`src/rtl/ipv4_pkg.sv`:
```
/* IPv4 forwarding shared definitions */

`default_nettype none

package ipv4_pkg;

    // an option-less IPv4 header is twenty bytes, carried as ten 16-bit words.
    localparam int HDR_WORDS = 10;

    // word 4 holds TTL in its upper byte and protocol in its lower byte.
    localparam int TTL_WORD_IDX = 4;

    // word 5 is the header checksum.
    localparam int CSUM_WORD_IDX = 5;

    typedef logic [15:0] hdr_word_t;

    // the TTL/protocol word is used whole by the checksum arithmetic and
    // split into its two bytes by the TTL decrement.
    typedef struct packed {
        logic [7:0] ttl;
        logic [7:0] protocol;
    } ttl_proto_fields_t;

    typedef union packed {
        hdr_word_t         raw;
        ttl_proto_fields_t fields;
    } ttl_proto_u;

endpackage : ipv4_pkg

`default_nettype wire
```
`src/rtl/ipv4_ttl_forward.sv`:
```
/* IPv4 TTL forwarding rewriter */

`timescale 1ns/1ps
`default_nettype none

module ipv4_ttl_forward
    import ipv4_pkg::*;
#(
    parameter int unsigned TTL_DEC = 1
) (
    input  wire       clk,
    input  wire       arst_n_i,
    input  wire       in_valid_i,
    input  hdr_word_t in_word_i,
    output logic      out_valid_o,
    output hdr_word_t out_word_o,
    output logic      out_last_o,
    output logic      drop_o,
    output logic      busy_o
);

    hdr_word_t hdr_words [HDR_WORDS];
    logic      update_req;
    hdr_word_t old_csum;
    hdr_word_t old_field;
    hdr_word_t new_field;
    logic      update_valid;
    hdr_word_t new_csum;
    logic      emit_done;

    ipv4_hdr_capture #(
        .TTL_DEC (TTL_DEC)
    ) u_capture (
        .clk          (clk),
        .arst_n_i     (arst_n_i),
        .in_valid_i   (in_valid_i),
        .in_word_i    (in_word_i),
        .emit_done_i  (emit_done),
        .hdr_words_o  (hdr_words),
        .update_req_o (update_req),
        .old_csum_o   (old_csum),
        .old_field_o  (old_field),
        .new_field_o  (new_field),
        .drop_o       (drop_o),
        .busy_o       (busy_o)
    );

    ipv4_checksum_update u_csum (
        .clk            (clk),
        .arst_n_i       (arst_n_i),
        .update_req_i   (update_req),
        .old_csum_i     (old_csum),
        .old_field_i    (old_field),
        .new_field_i    (new_field),
        .update_valid_o (update_valid),
        .new_csum_o     (new_csum)
    );

    // the reduced TTL word feeding the checksum is also the word emitted.
    ipv4_hdr_emit u_emit (
        .clk            (clk),
        .arst_n_i       (arst_n_i),
        .hdr_words_i    (hdr_words),
        .new_ttl_word_i (new_field),
        .update_valid_i (update_valid),
        .new_csum_i     (new_csum),
        .out_valid_o    (out_valid_o),
        .out_last_o     (out_last_o),
        .out_word_o     (out_word_o),
        .emit_done_o    (emit_done)
    );

endmodule : ipv4_ttl_forward

`default_nettype wire

```
`src/rtl/ipv4_hdr_emit.sv`:
```
/* IPv4 rewritten header output */

`timescale 1ns/1ps
`default_nettype none

module ipv4_hdr_emit
    import ipv4_pkg::*;
(
    input  wire       clk,
    input  wire       arst_n_i,
    input  hdr_word_t hdr_words_i [HDR_WORDS],
    input  hdr_word_t new_ttl_word_i,
    input  wire       update_valid_i,
    input  hdr_word_t new_csum_i,
    output logic      out_valid_o,
    output logic      out_last_o,
    output hdr_word_t out_word_o,
    output logic      emit_done_o
);

    localparam logic [3:0] LAST_IDX = 4'(HDR_WORDS - 1);
    localparam logic [3:0] TTL_IDX  = 4'(TTL_WORD_IDX);
    localparam logic [3:0] CSUM_IDX = 4'(CSUM_WORD_IDX);

    logic       active_q;
    logic [3:0] idx_q;
    hdr_word_t  csum_q;

    always_ff @(posedge clk) begin
        if (update_valid_i) begin
            csum_q <= new_csum_i;
        end
    end

    // the checksum result starts a ten-cycle walk over the buffer.
    always_ff @(posedge clk or negedge arst_n_i) begin
        if (!arst_n_i) begin
            active_q <= 1'b0;
            idx_q    <= '0;
        end else if (update_valid_i) begin
            active_q <= 1'b1;
            idx_q    <= '0;
        end else if (active_q) begin
            if (idx_q == LAST_IDX) begin
                active_q <= 1'b0;
                idx_q    <= '0;
            end else begin
                idx_q <= idx_q + 4'd1;
            end
        end
    end

    // only the TTL word and the checksum change on the way through.
    always_comb begin
        if (idx_q == TTL_IDX) begin
            out_word_o = new_ttl_word_i;
        end else if (idx_q == CSUM_IDX) begin
            out_word_o = csum_q;
        end else begin
            out_word_o = hdr_words_i[idx_q];
        end
    end

    assign out_valid_o = active_q;
    assign out_last_o  = active_q && (idx_q == LAST_IDX);
    assign emit_done_o = out_last_o;

    // a new checksum result would cut a running burst short.
    a_no_restart_in_burst : assert property (
        @(posedge clk) disable iff (!arst_n_i)
        update_valid_i |-> !active_q
    ) else $error("new checksum result arrived while a burst was still running.");

endmodule : ipv4_hdr_emit

`default_nettype wire

```
`src/rtl/ipv4_hdr_capture.sv`:
```
/* IPv4 header capture and TTL check */

`timescale 1ns/1ps
`default_nettype none

module ipv4_hdr_capture
    import ipv4_pkg::*;
#(
    parameter int unsigned TTL_DEC = 1
) (
    input  wire       clk,
    input  wire       arst_n_i,
    input  wire       in_valid_i,
    input  hdr_word_t in_word_i,
    input  wire       emit_done_i,
    output hdr_word_t hdr_words_o [HDR_WORDS],
    output logic      update_req_o,
    output hdr_word_t old_csum_o,
    output hdr_word_t old_field_o,
    output hdr_word_t new_field_o,
    output logic      drop_o,
    output logic      busy_o
);

    localparam logic [3:0] LAST_IDX  = 4'(HDR_WORDS - 1);
    localparam logic [7:0] TTL_DEC_B = 8'(TTL_DEC);

    hdr_word_t  hdr_q [HDR_WORDS];
    logic [3:0] cnt_q;
    logic       emit_wait_q;
    ttl_proto_u ttl_word;
    ttl_proto_u new_ttl_word;
    logic       ttl_expired;

    // word 4 was stored long before word 9 arrives, so the decision on
    // the last word can read it straight from the buffer.
    assign ttl_word.raw = hdr_q[TTL_WORD_IDX];
    assign ttl_expired  = ({24'd0, ttl_word.fields.ttl} <= TTL_DEC);

    always_comb begin
        new_ttl_word            = ttl_word;
        new_ttl_word.fields.ttl = ttl_word.fields.ttl - TTL_DEC_B;
    end

    always_ff @(posedge clk) begin
        if (in_valid_i) begin
            hdr_q[cnt_q] <= in_word_i;
        end
    end

    always_ff @(posedge clk or negedge arst_n_i) begin
        if (!arst_n_i) begin
            cnt_q        <= '0;
            emit_wait_q  <= 1'b0;
            update_req_o <= 1'b0;
            drop_o       <= 1'b0;
            busy_o       <= 1'b0;
        end else begin
            update_req_o <= 1'b0;
            drop_o       <= 1'b0;
            if (in_valid_i) begin
                busy_o <= 1'b1;
                if (cnt_q == LAST_IDX) begin
                    cnt_q <= '0;
                    if (ttl_expired) begin
                        drop_o <= 1'b1;
                    end else begin
                        update_req_o <= 1'b1;
                        emit_wait_q  <= 1'b1;
                    end
                end else begin
                    cnt_q <= cnt_q + 4'd1;
                end
            end
            // a dropped header frees the buffer in the drop cycle, a forwarded
            // one only when the last word has left the emitter.
            if (drop_o || emit_done_i) begin
                busy_o      <= 1'b0;
                emit_wait_q <= 1'b0;
            end
        end
    end

    // the buffer stays stable while emit reads it.
    assign hdr_words_o = hdr_q;
    assign old_csum_o  = hdr_q[CSUM_WORD_IDX];
    assign old_field_o = ttl_word.raw;
    assign new_field_o = new_ttl_word.raw;

    // the source must hold off while a header is still being dropped or emitted.
    a_no_input_while_held : assert property (
        @(posedge clk) disable iff (!arst_n_i)
        (emit_wait_q || drop_o) |-> !in_valid_i
    ) else $error("input word strobed while the previous header is still held.");

endmodule : ipv4_hdr_capture

`default_nettype wire

```
`src/rtl/ipv4_checksum_update.sv`:
```
/* RFC 1624 incremental checksum update */

`timescale 1ns/1ps
`default_nettype none

module ipv4_checksum_update
    import ipv4_pkg::*;
(
    input  wire       clk,
    input  wire       arst_n_i,
    input  wire       update_req_i,
    input  hdr_word_t old_csum_i,
    input  hdr_word_t old_field_i,
    input  hdr_word_t new_field_i,
    output logic      update_valid_o,
    output hdr_word_t new_csum_o
);

    // ones'-complement addition with the carry folded back in.
    function automatic hdr_word_t ones_add(input hdr_word_t a, input hdr_word_t b);
        logic [16:0] total;
        total = {1'b0, a} + {1'b0, b};
        return total[15:0] + {15'd0, total[16]};
    endfunction

    logic      valid_s1_q;
    hdr_word_t sum_s1_q;
    hdr_word_t new_field_s1_q;

    // equation 3 is HC' = ~(~HC + ~m + m'); stage one forms ~HC + ~m.
    always_ff @(posedge clk) begin
        sum_s1_q       <= ones_add(~old_csum_i, ~old_field_i);
        new_field_s1_q <= new_field_i;
    end

    // stage two adds m' and complements.
    always_ff @(posedge clk) begin
        new_csum_o <= ~ones_add(sum_s1_q, new_field_s1_q);
    end

    always_ff @(posedge clk or negedge arst_n_i) begin
        if (!arst_n_i) begin
            valid_s1_q     <= 1'b0;
            update_valid_o <= 1'b0;
        end else begin
            valid_s1_q     <= update_req_i;
            update_valid_o <= valid_s1_q;
        end
    end

    // equation 3 never turns a checksum other than FFFF into the negative zero FFFF,
    // and the result comes back exactly two cycles after its request.
    a_no_negative_zero : assert property (
        @(posedge clk) disable iff (!arst_n_i)
        update_req_i && (old_csum_i != 16'hFFFF)
            |-> ##2 (update_valid_o && (new_csum_o != 16'hFFFF))
    ) else $error("checksum result missing or negative zero two cycles after its request.");

endmodule : ipv4_checksum_update

`default_nettype wire

```
`config.mk`:
```
export PLATFORM = sky130hd
export DESIGN_NAME = ipv4_ttl_forward
export DESIGN_NICKNAME = d
export VERILOG_FILES = /design/src/rtl/ipv4_pkg.sv /design/src/rtl/ipv4_ttl_forward.sv /design/src/rtl/ipv4_hdr_emit.sv /design/src/rtl/ipv4_hdr_capture.sv /design/src/rtl/ipv4_checksum_update.sv
export SDC_FILE = /design/constraint.sdc
export NUM_CORES = 1
export LEC_CHECK = 0
export BUFFER_PORTS_ARGS = -buffer_cell sky130_fd_sc_hd__buf_2
export CORE_MARGIN = 5
export CORE_UTILIZATION = 45
export DETAILED_ROUTE_END_ITERATION = 6
export PLACE_DENSITY = 0.57
export SKIP_CTS_REPAIR_TIMING = 1
export SLEW_MARGIN = 20
export SYNTH_ARGS = -nofsm -noshare
export SYNTH_HDL_FRONTEND = slang
export SYNTH_SLANG_ARGS = --single-unit
```
`constraint.sdc`:
```
create_clock -name clk -period 10 [get_ports clk]
set_input_delay 1.5 -clock clk [delete_from_list [all_inputs] [get_ports clk]]
set_output_delay 1.5 -clock clk [all_outputs]
set_load 0.05 [all_outputs]
```
==> results of run 1 <==
critical path, delay by kind of cell, from the launching register on:
family                 cells  cell delay [ps]
buffers and inverters      2              920
DFF                        1              830
muxes                      1              630
AOI/OAI and AO/OA          4              660
cell usage in the layout, fill, tap and decap left out, drive strengths merged, types with 23 or more instances in the layout:
cell type,synthesis,layout
clkbuf,17,38
buf,12,51
inv,46,47
ha,42,42
nand2,34,34
nor2,43,43
a21oi,35,35
dfxtp,48,48
o21ai,36,36
mux4,32,32
edfxtp,176,176
xor2,23,23
mux2i,23,23
xnor2,31,31
metrics by stage:
| stage | worst slack (ps) | instance area, µm² | util (%) | total power [mW] |
|---|---|---|---|---|
| global placement | 5460 | 11600 | 47.8 | 2.94 |
| finish | 4910 | 12300 | 50.9 | 3.81 |
| CTS | 4860 | 12300 | 50.9 | 3.84 |
| detailed placement | 5440 | 11600 | 47.8 | 2.96 |
| floorplan | 5940 | 11000 | - | 2.56 |
| global route | 4650 | 12300 | 50.9 | 4.02 |
sequential cells by signal, summed over array words and instances (netlist names), 4 cells and up:
signal	cells
u_capture.cnt_q	4
u_capture.hdr_words_o	128
u_capture.old_csum_o	16
u_capture.old_field_o	16
u_csum.new_csum_o	16
u_csum.new_field_s1_q	16
u_csum.sum_s1_q	16
u_emit.csum_q	16
u_emit.idx_q	4
routing by layer:
| layer | vias up | share of wire, % | global-route usage, % |
|---|---|---|---|
| met5 | - | 0 | 0 |
| met4 | 0 | 2.0 | 4.12 |
| met3 | 32 | 5.3 | 2.43 |
| met2 | 179 | 48 | 29.8 |
| met1 | 3361 | 45 | 25.2 |
| li1 | 3146 | - | - |
how the worst min path moves through the flow:
stage / start / to
after global placement: u_capture.update_req_o$_DFF_PN0_ / u_csum.valid_s1_q$_DFF_PN0_
after global routing: u_csum.valid_s1_q$_DFF_PN0_ / u_csum.update_valid_o$_DFF_PN0_
after detailed placement: u_capture.update_req_o$_DFF_PN0_ / u_csum.valid_s1_q$_DFF_PN0_
after CTS: u_capture.update_req_o$_DFF_PN0_ / u_csum.valid_s1_q$_DFF_PN0_
after floorplan: u_csum.valid_s1_q$_DFF_PN0_ / u_csum.update_valid_o$_DFF_PN0_
final: u_capture.update_req_o$_DFF_PN0_ / u_csum.valid_s1_q$_DFF_PN0_
layout make-up:
type | instances | area (µm²)
inverter | 46 | 173
sequential | 238 | 6600
clock buffer | 38 | 694
tap | 324 | 405
fill | 2040 | 11900
timing repair buffer | 51 | 288
clock inverter | 5 | 62.6
multi-input combinational | 488 | 4090
power groups by stage:
stage	registers (mW)	clock network (mW)	logic [mW]
floorplan	1.33	0	1.24
global placement	1.39	0	1.54
detailed placement	1.40	0	1.57
CTS	1.38	0.882	1.58
global route	1.40	0.921	1.69
finish	1.38	0.863	1.57
cells by family after synthesis:
kind of cell | after synthesis | synth area share, %
AND/OR/NAND/NOR | 169 | 8.21
flip-flops | 238 | 60.1
buffers and inverters | 75 | 2.69
AO/OA/AOI/OAI | 163 | 10.2
XOR/XNOR | 55 | 4.72
multiplexers | 57 | 8.87
adder cells (fa/ha/maj) | 44 | 5.16
==> flow_metrics.py, run 1 <==
metrics = {
    "synth": {
        "synth_top_cell_area_share_pct": 48.2,
        "synth.avg_cell_area_um2": 13.7,
        "synth_top_area_cell": "edfxtp_1",
        "yosys-top-cells-area": "edfxtp_1 48%, dfxtp_1 8.8%, mux4_2 6.6%, ha_1 4.8%, dfrtp_1 3.2%",
        "ys_ff_latch": 238,
        "ys_top_cells_by_count": "176 x edfxtp_1, 48 x dfxtp_1, 45 x inv_1",
        "syn_area_um2": 11000,
        "synth.most_common_cell": "edfxtp_1",
        "synth-warning-count": 0,
        "synth-main-ff-cell": "edfxtp_1",
        "synth.distinct_cells": 79,
        "syn_nets": 864,
        "synth-edff-count": 176,
        "synth-async-reset-ratio_pct": 5.88,
        "ys_seq_area_share_pct": 60.1,
        "syn-instance-count": 801,
    },
    "sta": {
        "hold_viol_final": 0,
        "min_period_ps": 5090,
        "max_freq_mhz": 196,
        "setup_viol": 0,
        "slew_viol_final": 0,
        "relSlewSlack_pct": 26.7,
        "rsz0062_at_grt": "false",
        "fin_skew_ps": 14.2,
        "timing.hold.ws_ps": 347,
        "fin_tns_setup_ps": 0,
        "tightestPinTransition_ps": 1100,
        "period_share_pct": 50.9,
    },
    "die": {
        "die_height_um": 166,
        "rows": 57,
        "io_pins": 39,
        "design.die.area_um2": 27600,
        "die_width_um": 166,
        "start_util_pct": 45.4,
        "coreArea_um2": 24200,
    },
    "worst_setup_path": {
        "crit_fanout": 30,
        "startpoint_type": "flop",
        "crit_top_cell": "o22ai_1",
        "critPathCapture": "out_word_o[6]",
        "cp-end-kind": "output pin",
        "criticalPathCategory": "reg -> out",
        "cp-startpoint": "u_emit.idx_q[0]$_DFFE_PN0P_",
        "crit_chain": "buf_4 > mux4_2 > o22ai_1 > o22ai_1 > o211ai_1 > o21ai_0 > buf_2",
        "worstRegToRegCells": 19,
        "max_stage_delay_ps": 830,
        "crit_arrival_ps": 3590,
        "required_ps": 8500,
        "r2r_start": "u_csum.new_field_s1_q[0]$_DFF_P_",
        "rrSetupSlack_ps": 5530,
        "worst_path_max_delay_cell": "dfrtp_2",
        "reg2reg_to": "u_csum.new_csum_o[12]$_DFF_P_",
    },
    "power_and_ir_drop": {
        "pwr-share-clk_pct": 22.7,
        "p_sw_mw": 1.47,
        "seqPwrFrac_pct": 36.2,
        "swShare_pct": 38.7,
        "cellPowerDensity_nw_per_um2": 309,
        "internal-power_mw": 2.34,
        "pwr-share-comb_pct": 41.1,
        "leakage_nw": 4.51,
        "ir_drop_uv": 176,
    },
    "clock_tree": {
        "clock_sinks": 238,
        "cts_tree": "yes",
        "cts_buffers": 25,
        "path_clk_slew_ps": 60,
        "worst_skew_pair.late_latency_ps": 530,
        "htreeDepth": 1,
        "max-clock-path-buffers": 3,
        "root_buffer": "clkbuf_16",
    },
    "global_routing": {
        "grt_max_degree": 32,
        "grtUsageTotal_pct": 17.9,
        "overflow": 0,
        "grt_antenna_before_repair": 0,
        "grt_pass1_wl_um": 39000,
        "grt_pass1_vias": 6885,
    },
    "detailed_routing": {
        "drt_iter0_markers": 510,
        "antenna_left": 0,
        "avgRoutedWirePerCell_um": 21.2,
        "drc": 0,
        "via_count": 6718,
        "wl_um": 25200,
        "firstDrtPassIters": 6,
        "via_per_inst": 5.65,
    },
    "job": {
        "maxCapViolCount": 0,
    },
    "final_layout": {
        "area_growth_pct": 12.3,
        "layout.nets": 913,
        "diodes": 0,
        "drive_gt1_share_pct": 16.6,
        "instances_no_fill": 1190,
    },
    "place": {
        "place_congestion": 0.850,
        "post-place-cells": 1147,
        "io_buffers": 38,
        "hpwl_um": 17800,
    },
    "status": {
        "outcome": "finished, final reports clean",
    },
    "worst_hold_path": {
        "min_path_cells": 0,
        "min_path_type": "reg -> reg",
    },
}
Note: power is estimated with default switching activity, not from simulation.
==> run 2, diff against run 1 <==
--- a/config.mk
+++ b/config.mk
@@ -9,7 +9,7 @@
 export CORE_MARGIN = 5
 export CORE_UTILIZATION = 45
 export DETAILED_ROUTE_END_ITERATION = 6
-export PLACE_DENSITY = 0.57
+export PLACE_DENSITY = 0.59
 export SKIP_CTS_REPAIR_TIMING = 1
 export SLEW_MARGIN = 20
 export SYNTH_ARGS = -nofsm -noshare
==> constraint.sdc (replaced) <==
create_clock -name clk -period 4.6 [get_ports clk]
set_input_delay 0.69 -clock clk [delete_from_list [all_inputs] [get_ports clk]]
set_output_delay 0.69 -clock clk [all_outputs]
set_load 0.05 [all_outputs]
==> flow_metrics.py, run 2 (synthesis results as in run 1) <==
metrics = {
    "final_layout": {
        "drive_gt1_share_pct": 18.1,
        "layout_commonest_cell": "edfxtp_1",
        "largest_reg_flops": 128,
        "multi_input_area_um2": 4110,
        "final_area_um2": 12500,
        "layout.nets": 919,
        "area_growth_pct": 13.7,
        "ff_latch_area_um2": 6600,
        "final_cell_mix": "176 x edfxtp_1, 48 x dfxtp_1, 45 x inv_1, 43 x nor2_1, 42 x ha_1",
        "diodes": 0,
        "postLayoutCoreUtil_pct": 51.6,
        "fillCellCount": 2045,
    },
    "worst_setup_path": {
        "cp-startpoint": "u_csum.new_field_s1_q[0]$_DFF_P_",
        "required_ps": 5000,
        "r2r_start": "u_csum.new_field_s1_q[0]$_DFF_P_",
        "rrSetupSlack_ps": 370,
        "cp-end-kind": "flop",
        "criticalPathCategory": "reg -> reg",
        "crit_fanout": 4,
        "crit_arrival_ps": 4630,
        "startpoint_type": "flop",
        "reg2reg_to": "u_csum.new_csum_o[12]$_DFF_P_",
        "worstRegToRegCells": 19,
    },
    "die": {
        "design.die.area_um2": 27600,
        "die_height_um": 166,
        "io_pins": 39,
        "die_width_um": 166,
        "coreArea_um2": 24200,
        "rows": 57,
        "start_util_pct": 45.4,
    },
    "detailed_routing": {
        "firstDrtPassIters": 5,
        "drc": 0,
        "drt_iter0_markers": 676,
        "wl_um": 25300,
        "avgRoutedWirePerCell_um": 21.1,
        "antenna_left": 0,
        "via_count": 6732,
        "via_per_inst": 5.61,
    },
    "power_and_ir_drop": {
        "p_total_mw": 8.51,
        "leakage_nw": 4.59,
        "cellPowerDensity_nw_per_um2": 682,
        "ir_drop_uv": 386,
    },
    "global_routing": {
        "grtUsageTotal_pct": 18.4,
        "overflow": 0,
        "grt_pass1_wl_um": 39900,
        "grt_antenna_before_repair": 0,
        "grt_max_degree": 32,
        "grt_pass1_vias": 6925,
    },
    "clock_tree": {
        "root_buffer": "clkbuf_16",
        "max-clock-path-buffers": 3,
        "path_clk_slew_ps": 60,
        "cts_tree": "yes",
        "worst_skew_pair.late_latency_ps": 550,
        "htreeDepth": 1,
        "clock_sinks": 238,
        "cts_buffers": 26,
    },
    "sta": {
        "min_period_ps": 4230,
        "setup_viol": 0,
        "max_freq_mhz": 237,
        "relSlewSlack_pct": 25.8,
        "slew_viol_final": 0,
        "hold_viol_final": 0,
        "tightestPinTransition_ps": 1110,
        "rsz0062_at_grt": "false",
        "setup_ws_ps": 373,
        "fin_skew_ps": 27.8,
        "fin_tns_setup_ps": 0,
        "period_share_pct": 91.9,
    },
    "job": {
        "maxCapViolCount": 0,
    },
    "place": {
        "place_congestion": 0.892,
        "dp_slack_ps": 257,
        "dpl-instance-area_um2": 11600,
        "hpwl_um": 17500,
        "io_buffers": 38,
    },
    "status": {
        "outcome": "finished, final reports clean",
    },
    "worst_hold_path": {
        "min_path_type": "in -> async",
    },
}
run 2: cell count changes in the layout (fill, tap and decap cells not counted), moves of 2 or more:
cell       change
buf_4          +4
clkbuf_1       -8
clkinv_2       +5
clkinv_1       +4
bufinv_16      +2
run 2: cell type report:
class / count / area share [%]
repair buffers: 56 / 2.71
well taps: 324 / 3.25
flip-flops and latches: 238 / 52.9
inverters: 46 / 1.38
multi-input cells: 488 / 32.9
clock buffers: 30 / 5.42
clock inverters: 17 / 1.44
run 2: routing by layer:
metal,vias to the layer above,GRT usage (%),share of wire [%],routed length [µm]
li1,3166,-,-,-
met1,3350,27.1,47,11800
met2,177,29.4,46,11700
met3,39,2.71,5.2,1310
met4,0,3.98,1.9,472
met5,-,0,0,0
run 2: worst max-delay path, cell delays in order, from the launching register on:
cell,delay [ps]
dfxtp_1,320
ha_1,180
inv_1,60
fa_1,440
nor2b_4,150
o31ai_2,100
a211oi_2,290
a41o_1,310
a21o_2,170
a21oi_1,60
o21bai_1,120
a21o_1,190
ha_1,160
nor2b_1,200
nand2_1,160
nor4_4,390
o2111ai_2,250
nor2b_1,270
nand3_1,120
xor2_1,160
run 2: how the worst max path moves through the flow:
| stage | end | cells past startpoint |
|---|---|---|
| floorplan | u_csum.new_csum_o[12]$_DFF_P_ | 19 |
| global placement | u_csum.new_csum_o[12]$_DFF_P_ | 19 |
| detailed placement | u_csum.new_csum_o[12]$_DFF_P_ | 19 |
| CTS | u_csum.new_csum_o[12]$_DFF_P_ | 19 |
| global route | u_csum.new_csum_o[12]$_DFF_P_ | 19 |
| finish | u_csum.new_csum_o[12]$_DFF_P_ | 19 |
run 2: power breakdown:
part | internal, mW | switching [mW] | total [mW]
Clock | 1.22 | 0.823 | 2.04
Combinational | 1.28 | 2.25 | 3.53
Sequential | 2.73 | 0.210 | 2.94
run 2: metrics by stage:
| stage | hold slack (ps) | instances |
|---|---|---|
| detailed placement | 342 | 1152 |
| floorplan | 331 | 801 |
| global route | 35.6 | 1199 |
| CTS | 13.8 | 1199 |
| global placement | 335 | 1152 |
| finish | 32.8 | 1199 |
==> run 3, diff against run 2 <==
--- a/config.mk
+++ b/config.mk
@@ -14,4 +14,5 @@
 export SLEW_MARGIN = 20
 export SYNTH_ARGS = -nofsm -noshare
 export SYNTH_HDL_FRONTEND = slang
+export SYNTH_HIERARCHICAL = 1
 export SYNTH_SLANG_ARGS = --single-unit
==> flow_metrics.py, run 3 <==
metrics = {
    "status": {
        "outcome": "finished, final reports clean",
    },
    "detailed_routing": {
        "via_per_inst": 5.37,
        "drc": 0,
        "drt_iter0_markers": 586,
        "wl_um": 24500,
        "antenna_left": 0,
        "firstDrtPassIters": 5,
        "via_count": 6754,
        "avgRoutedWirePerCell_um": 19.5,
    },
    "power_and_ir_drop": {
        "cellPowerDensity_nw_per_um2": 690,
        "leakage_nw": 4.79,
        "ir_drop_uv": 481,
        "p_total_mw": 8.74,
    },
    "worst_setup_path": {
        "criticalPathCategory": "reg -> reg",
        "worstRegToRegCells": 18,
        "reg2reg_to": "u_csum/new_csum_o[13]$_DFF_P_",
        "worst-path-buf-inv": 1,
        "startpoint_type": "flop",
        "cp-end-kind": "flop",
        "crit_arrival_ps": 4410,
        "r2r_start": "u_csum/sum_s1_q[0]$_DFF_P_",
        "crit_fanout": 5,
        "max_stage_delay_ps": 450,
        "required_ps": 5060,
        "worst_path_max_delay_cell": "or3b_2",
        "critPathTopFamily": "simple AND/OR/NAND/NOR gates",
        "crit_chain": "ha_1 > inv_1 > fa_1 > nor2b_4 > o31a_2 > o31a_1 > o41ai_4 > o21bai_1 > a21oi_1 > o21bai_1 > a21o_1 > ha_1 > or3b_2 > nor4_1 > nand3_1 > nor2_1 > and4b_1 > xor2_1",
        "rrSetupSlack_ps": 650,
    },
    "clock_tree": {
        "clock_sinks": 238,
        "worst_skew_pair.late_latency_ps": 540,
        "cts_buffers": 27,
        "htreeDepth": 1,
        "path_clk_slew_ps": 60,
        "root_buffer": "clkbuf_16",
        "max-clock-path-buffers": 3,
        "cts_tree": "yes",
    },
    "die": {
        "rows": 58,
        "io_pins": 39,
        "die_height_um": 170,
        "die_width_um": 170,
        "start_util_pct": 45.6,
        "coreArea_um2": 25100,
        "design.die.area_um2": 28700,
    },
    "final_layout": {
        "diodes": 0,
        "area_growth_pct": 10.6,
        "layout_commonest_cell": "edfxtp_1",
        "layout.nets": 969,
        "drive_gt1_share_pct": 14.9,
        "largest_reg_flops": 128,
        "final_area_um2": 12700,
        "final_cell_mix": "176 x edfxtp_1, 54 x nor2_1, 53 x inv_1, 49 x mux2i_1, 48 x dfxtp_1",
    },
    "global_routing": {
        "grt_pass1_wl_um": 38500,
        "grtUsageTotal_pct": 17.2,
        "grt_pass1_vias": 6544,
        "grt_antenna_before_repair": 0,
        "grt_max_degree": 66,
        "overflow": 0,
    },
    "synth": {
        "synth.most_common_cell": "edfxtp_1",
        "synth_top_cell_area_share_pct": 46.2,
        "syn-instance-count": 895,
        "synth.avg_cell_area_um2": 12.8,
        "synth_top_area_cell": "edfxtp_1",
        "syn_area_um2": 11400,
        "synth-edff-count": 176,
        "ys_seq_area_share_pct": 57.6,
        "syn_nets": 957,
        "synth-main-ff-cell": "edfxtp_1",
        "synth-warning-count": 6,
        "synth.distinct_cells": 79,
        "ys_top_cells_by_count": "176 x edfxtp_1, 54 x nor2_1, 53 x inv_1",
        "synth-async-reset-ratio_pct": 5.88,
        "yosys-top-cells-area": "edfxtp_1 46%, dfxtp_1 8.4%, ha_1 4.5%, mux2i_1 4.3%, dfrtp_1 3.1%",
        "ys_ff_latch": 238,
    },
    "sta": {
        "slew_viol_final": 0,
        "hold_viol_final": 0,
        "relSlewSlack_pct": 38.2,
        "setup_ws_ps": 649,
        "period_share_pct": 85.9,
        "max_freq_mhz": 253,
        "rsz0062_at_grt": "false",
        "fin_tns_setup_ps": 0,
        "fin_skew_ps": 25.9,
        "setup_viol": 0,
        "tightestPinTransition_ps": 927,
        "min_period_ps": 3950,
    },
    "job": {
        "maxCapViolCount": 0,
    },
    "worst_hold_path": {
        "min_path_type": "in -> async",
    },
    "place": {
        "dp_slack_ps": 657,
        "io_buffers": 38,
        "place_congestion": 0.811,
        "hpwl_um": 17100,
        "dpl-instance-area_um2": 11700,
    },
}
-- run 3: layout make-up --
cell class,instances,area (µm²)
repair buffers,53,315
inverters,53,199
clock inverters,12,205
fillers,2263,12400
clock buffers,38,727
multi-input cells,534,4210
flip-flops and latches,238,6600
well taps,330,413
-- run 3: how the worst max path moves through the flow --
| stage | slack, ps | depth (start not counted) | from | end |
|---|---|---|---|---|
| 2_1_floorplan | 1020 | 18 | u_csum/sum_s1_q[0]$_DFF_P_ | u_csum/new_csum_o[13]$_DFF_P_ |
| 3_3_place_gp | 720 | 18 | u_csum/sum_s1_q[0]$_DFF_P_ | u_csum/new_csum_o[13]$_DFF_P_ |
| 3_5_place_dp | 660 | 18 | u_csum/sum_s1_q[0]$_DFF_P_ | u_csum/new_csum_o[13]$_DFF_P_ |
| 4_1_cts | 630 | 18 | u_csum/sum_s1_q[0]$_DFF_P_ | u_csum/new_csum_o[13]$_DFF_P_ |
| 5_1_grt | 260 | 20 | u_csum/sum_s1_q[0]$_DFF_P_ | u_csum/new_csum_o[15]$_DFF_P_ |
| 6_report | 650 | 18 | u_csum/sum_s1_q[0]$_DFF_P_ | u_csum/new_csum_o[13]$_DFF_P_ |
-- run 3: metrics by stage --
stage,utilization (%),std cells,hold WS (ps)
final,50.4,1258,40.2
after detailed placement,46.7,1208,339
after CTS,50.4,1258,28.8
after floorplan,-,895,331
after global placement,46.7,1208,332
after global routing,50.4,1258,65.9
-- run 3: power breakdown --
| part | switching, mW | internal, mW | leakage, nW | total [mW] |
|---|---|---|---|---|
| clock | 0.839 | 1.39 | 0.450 | 2.23 |
| sequential | 0.199 | 2.71 | 2.17 | 2.90 |
| combinational | 2.32 | 1.29 | 2.17 | 3.61 |
-- run 3: worst reg2reg max path: stages (launching register included) --
cell	delay, ps
dfxtp_1	320
ha_1	190
inv_1	60
fa_1	430
nor2b_4	150
o31a_2	200
o31a_1	200
o41ai_4	110
o21bai_1	140
a21oi_1	80
o21bai_1	130
a21o_1	160
ha_1	180
or3b_2	450
nor4_1	360
nand3_1	130
nor2_1	220
and4b_1	240
xor2_1	130
-- run 3: logic make-up after synthesis --
kind of cell	Yosys count	share of synthesized area (%)
AO/OA/AOI/OAI	164	10.1
flip-flops	238	57.6
XOR/XNOR	58	4.50
buffers and inverters	123	5.78
AND/OR/NAND/NOR	204	9.84
adder cells (fa/ha/maj)	43	4.83
multiplexers	65	7.33
-- run 3: routing by layer --
| layer | share of wire, % | vias to the layer above | GRT usage [%] |
|---|---|---|---|
| met1 | 50 | 3311 | 26.6 |
| li1 | - | 3284 | - |
| met3 | 3.8 | 28 | 2.07 |
| met5 | 0 | - | 0 |
| met4 | 1.6 | 0 | 3.36 |
| met2 | 45 | 131 | 26.4 |
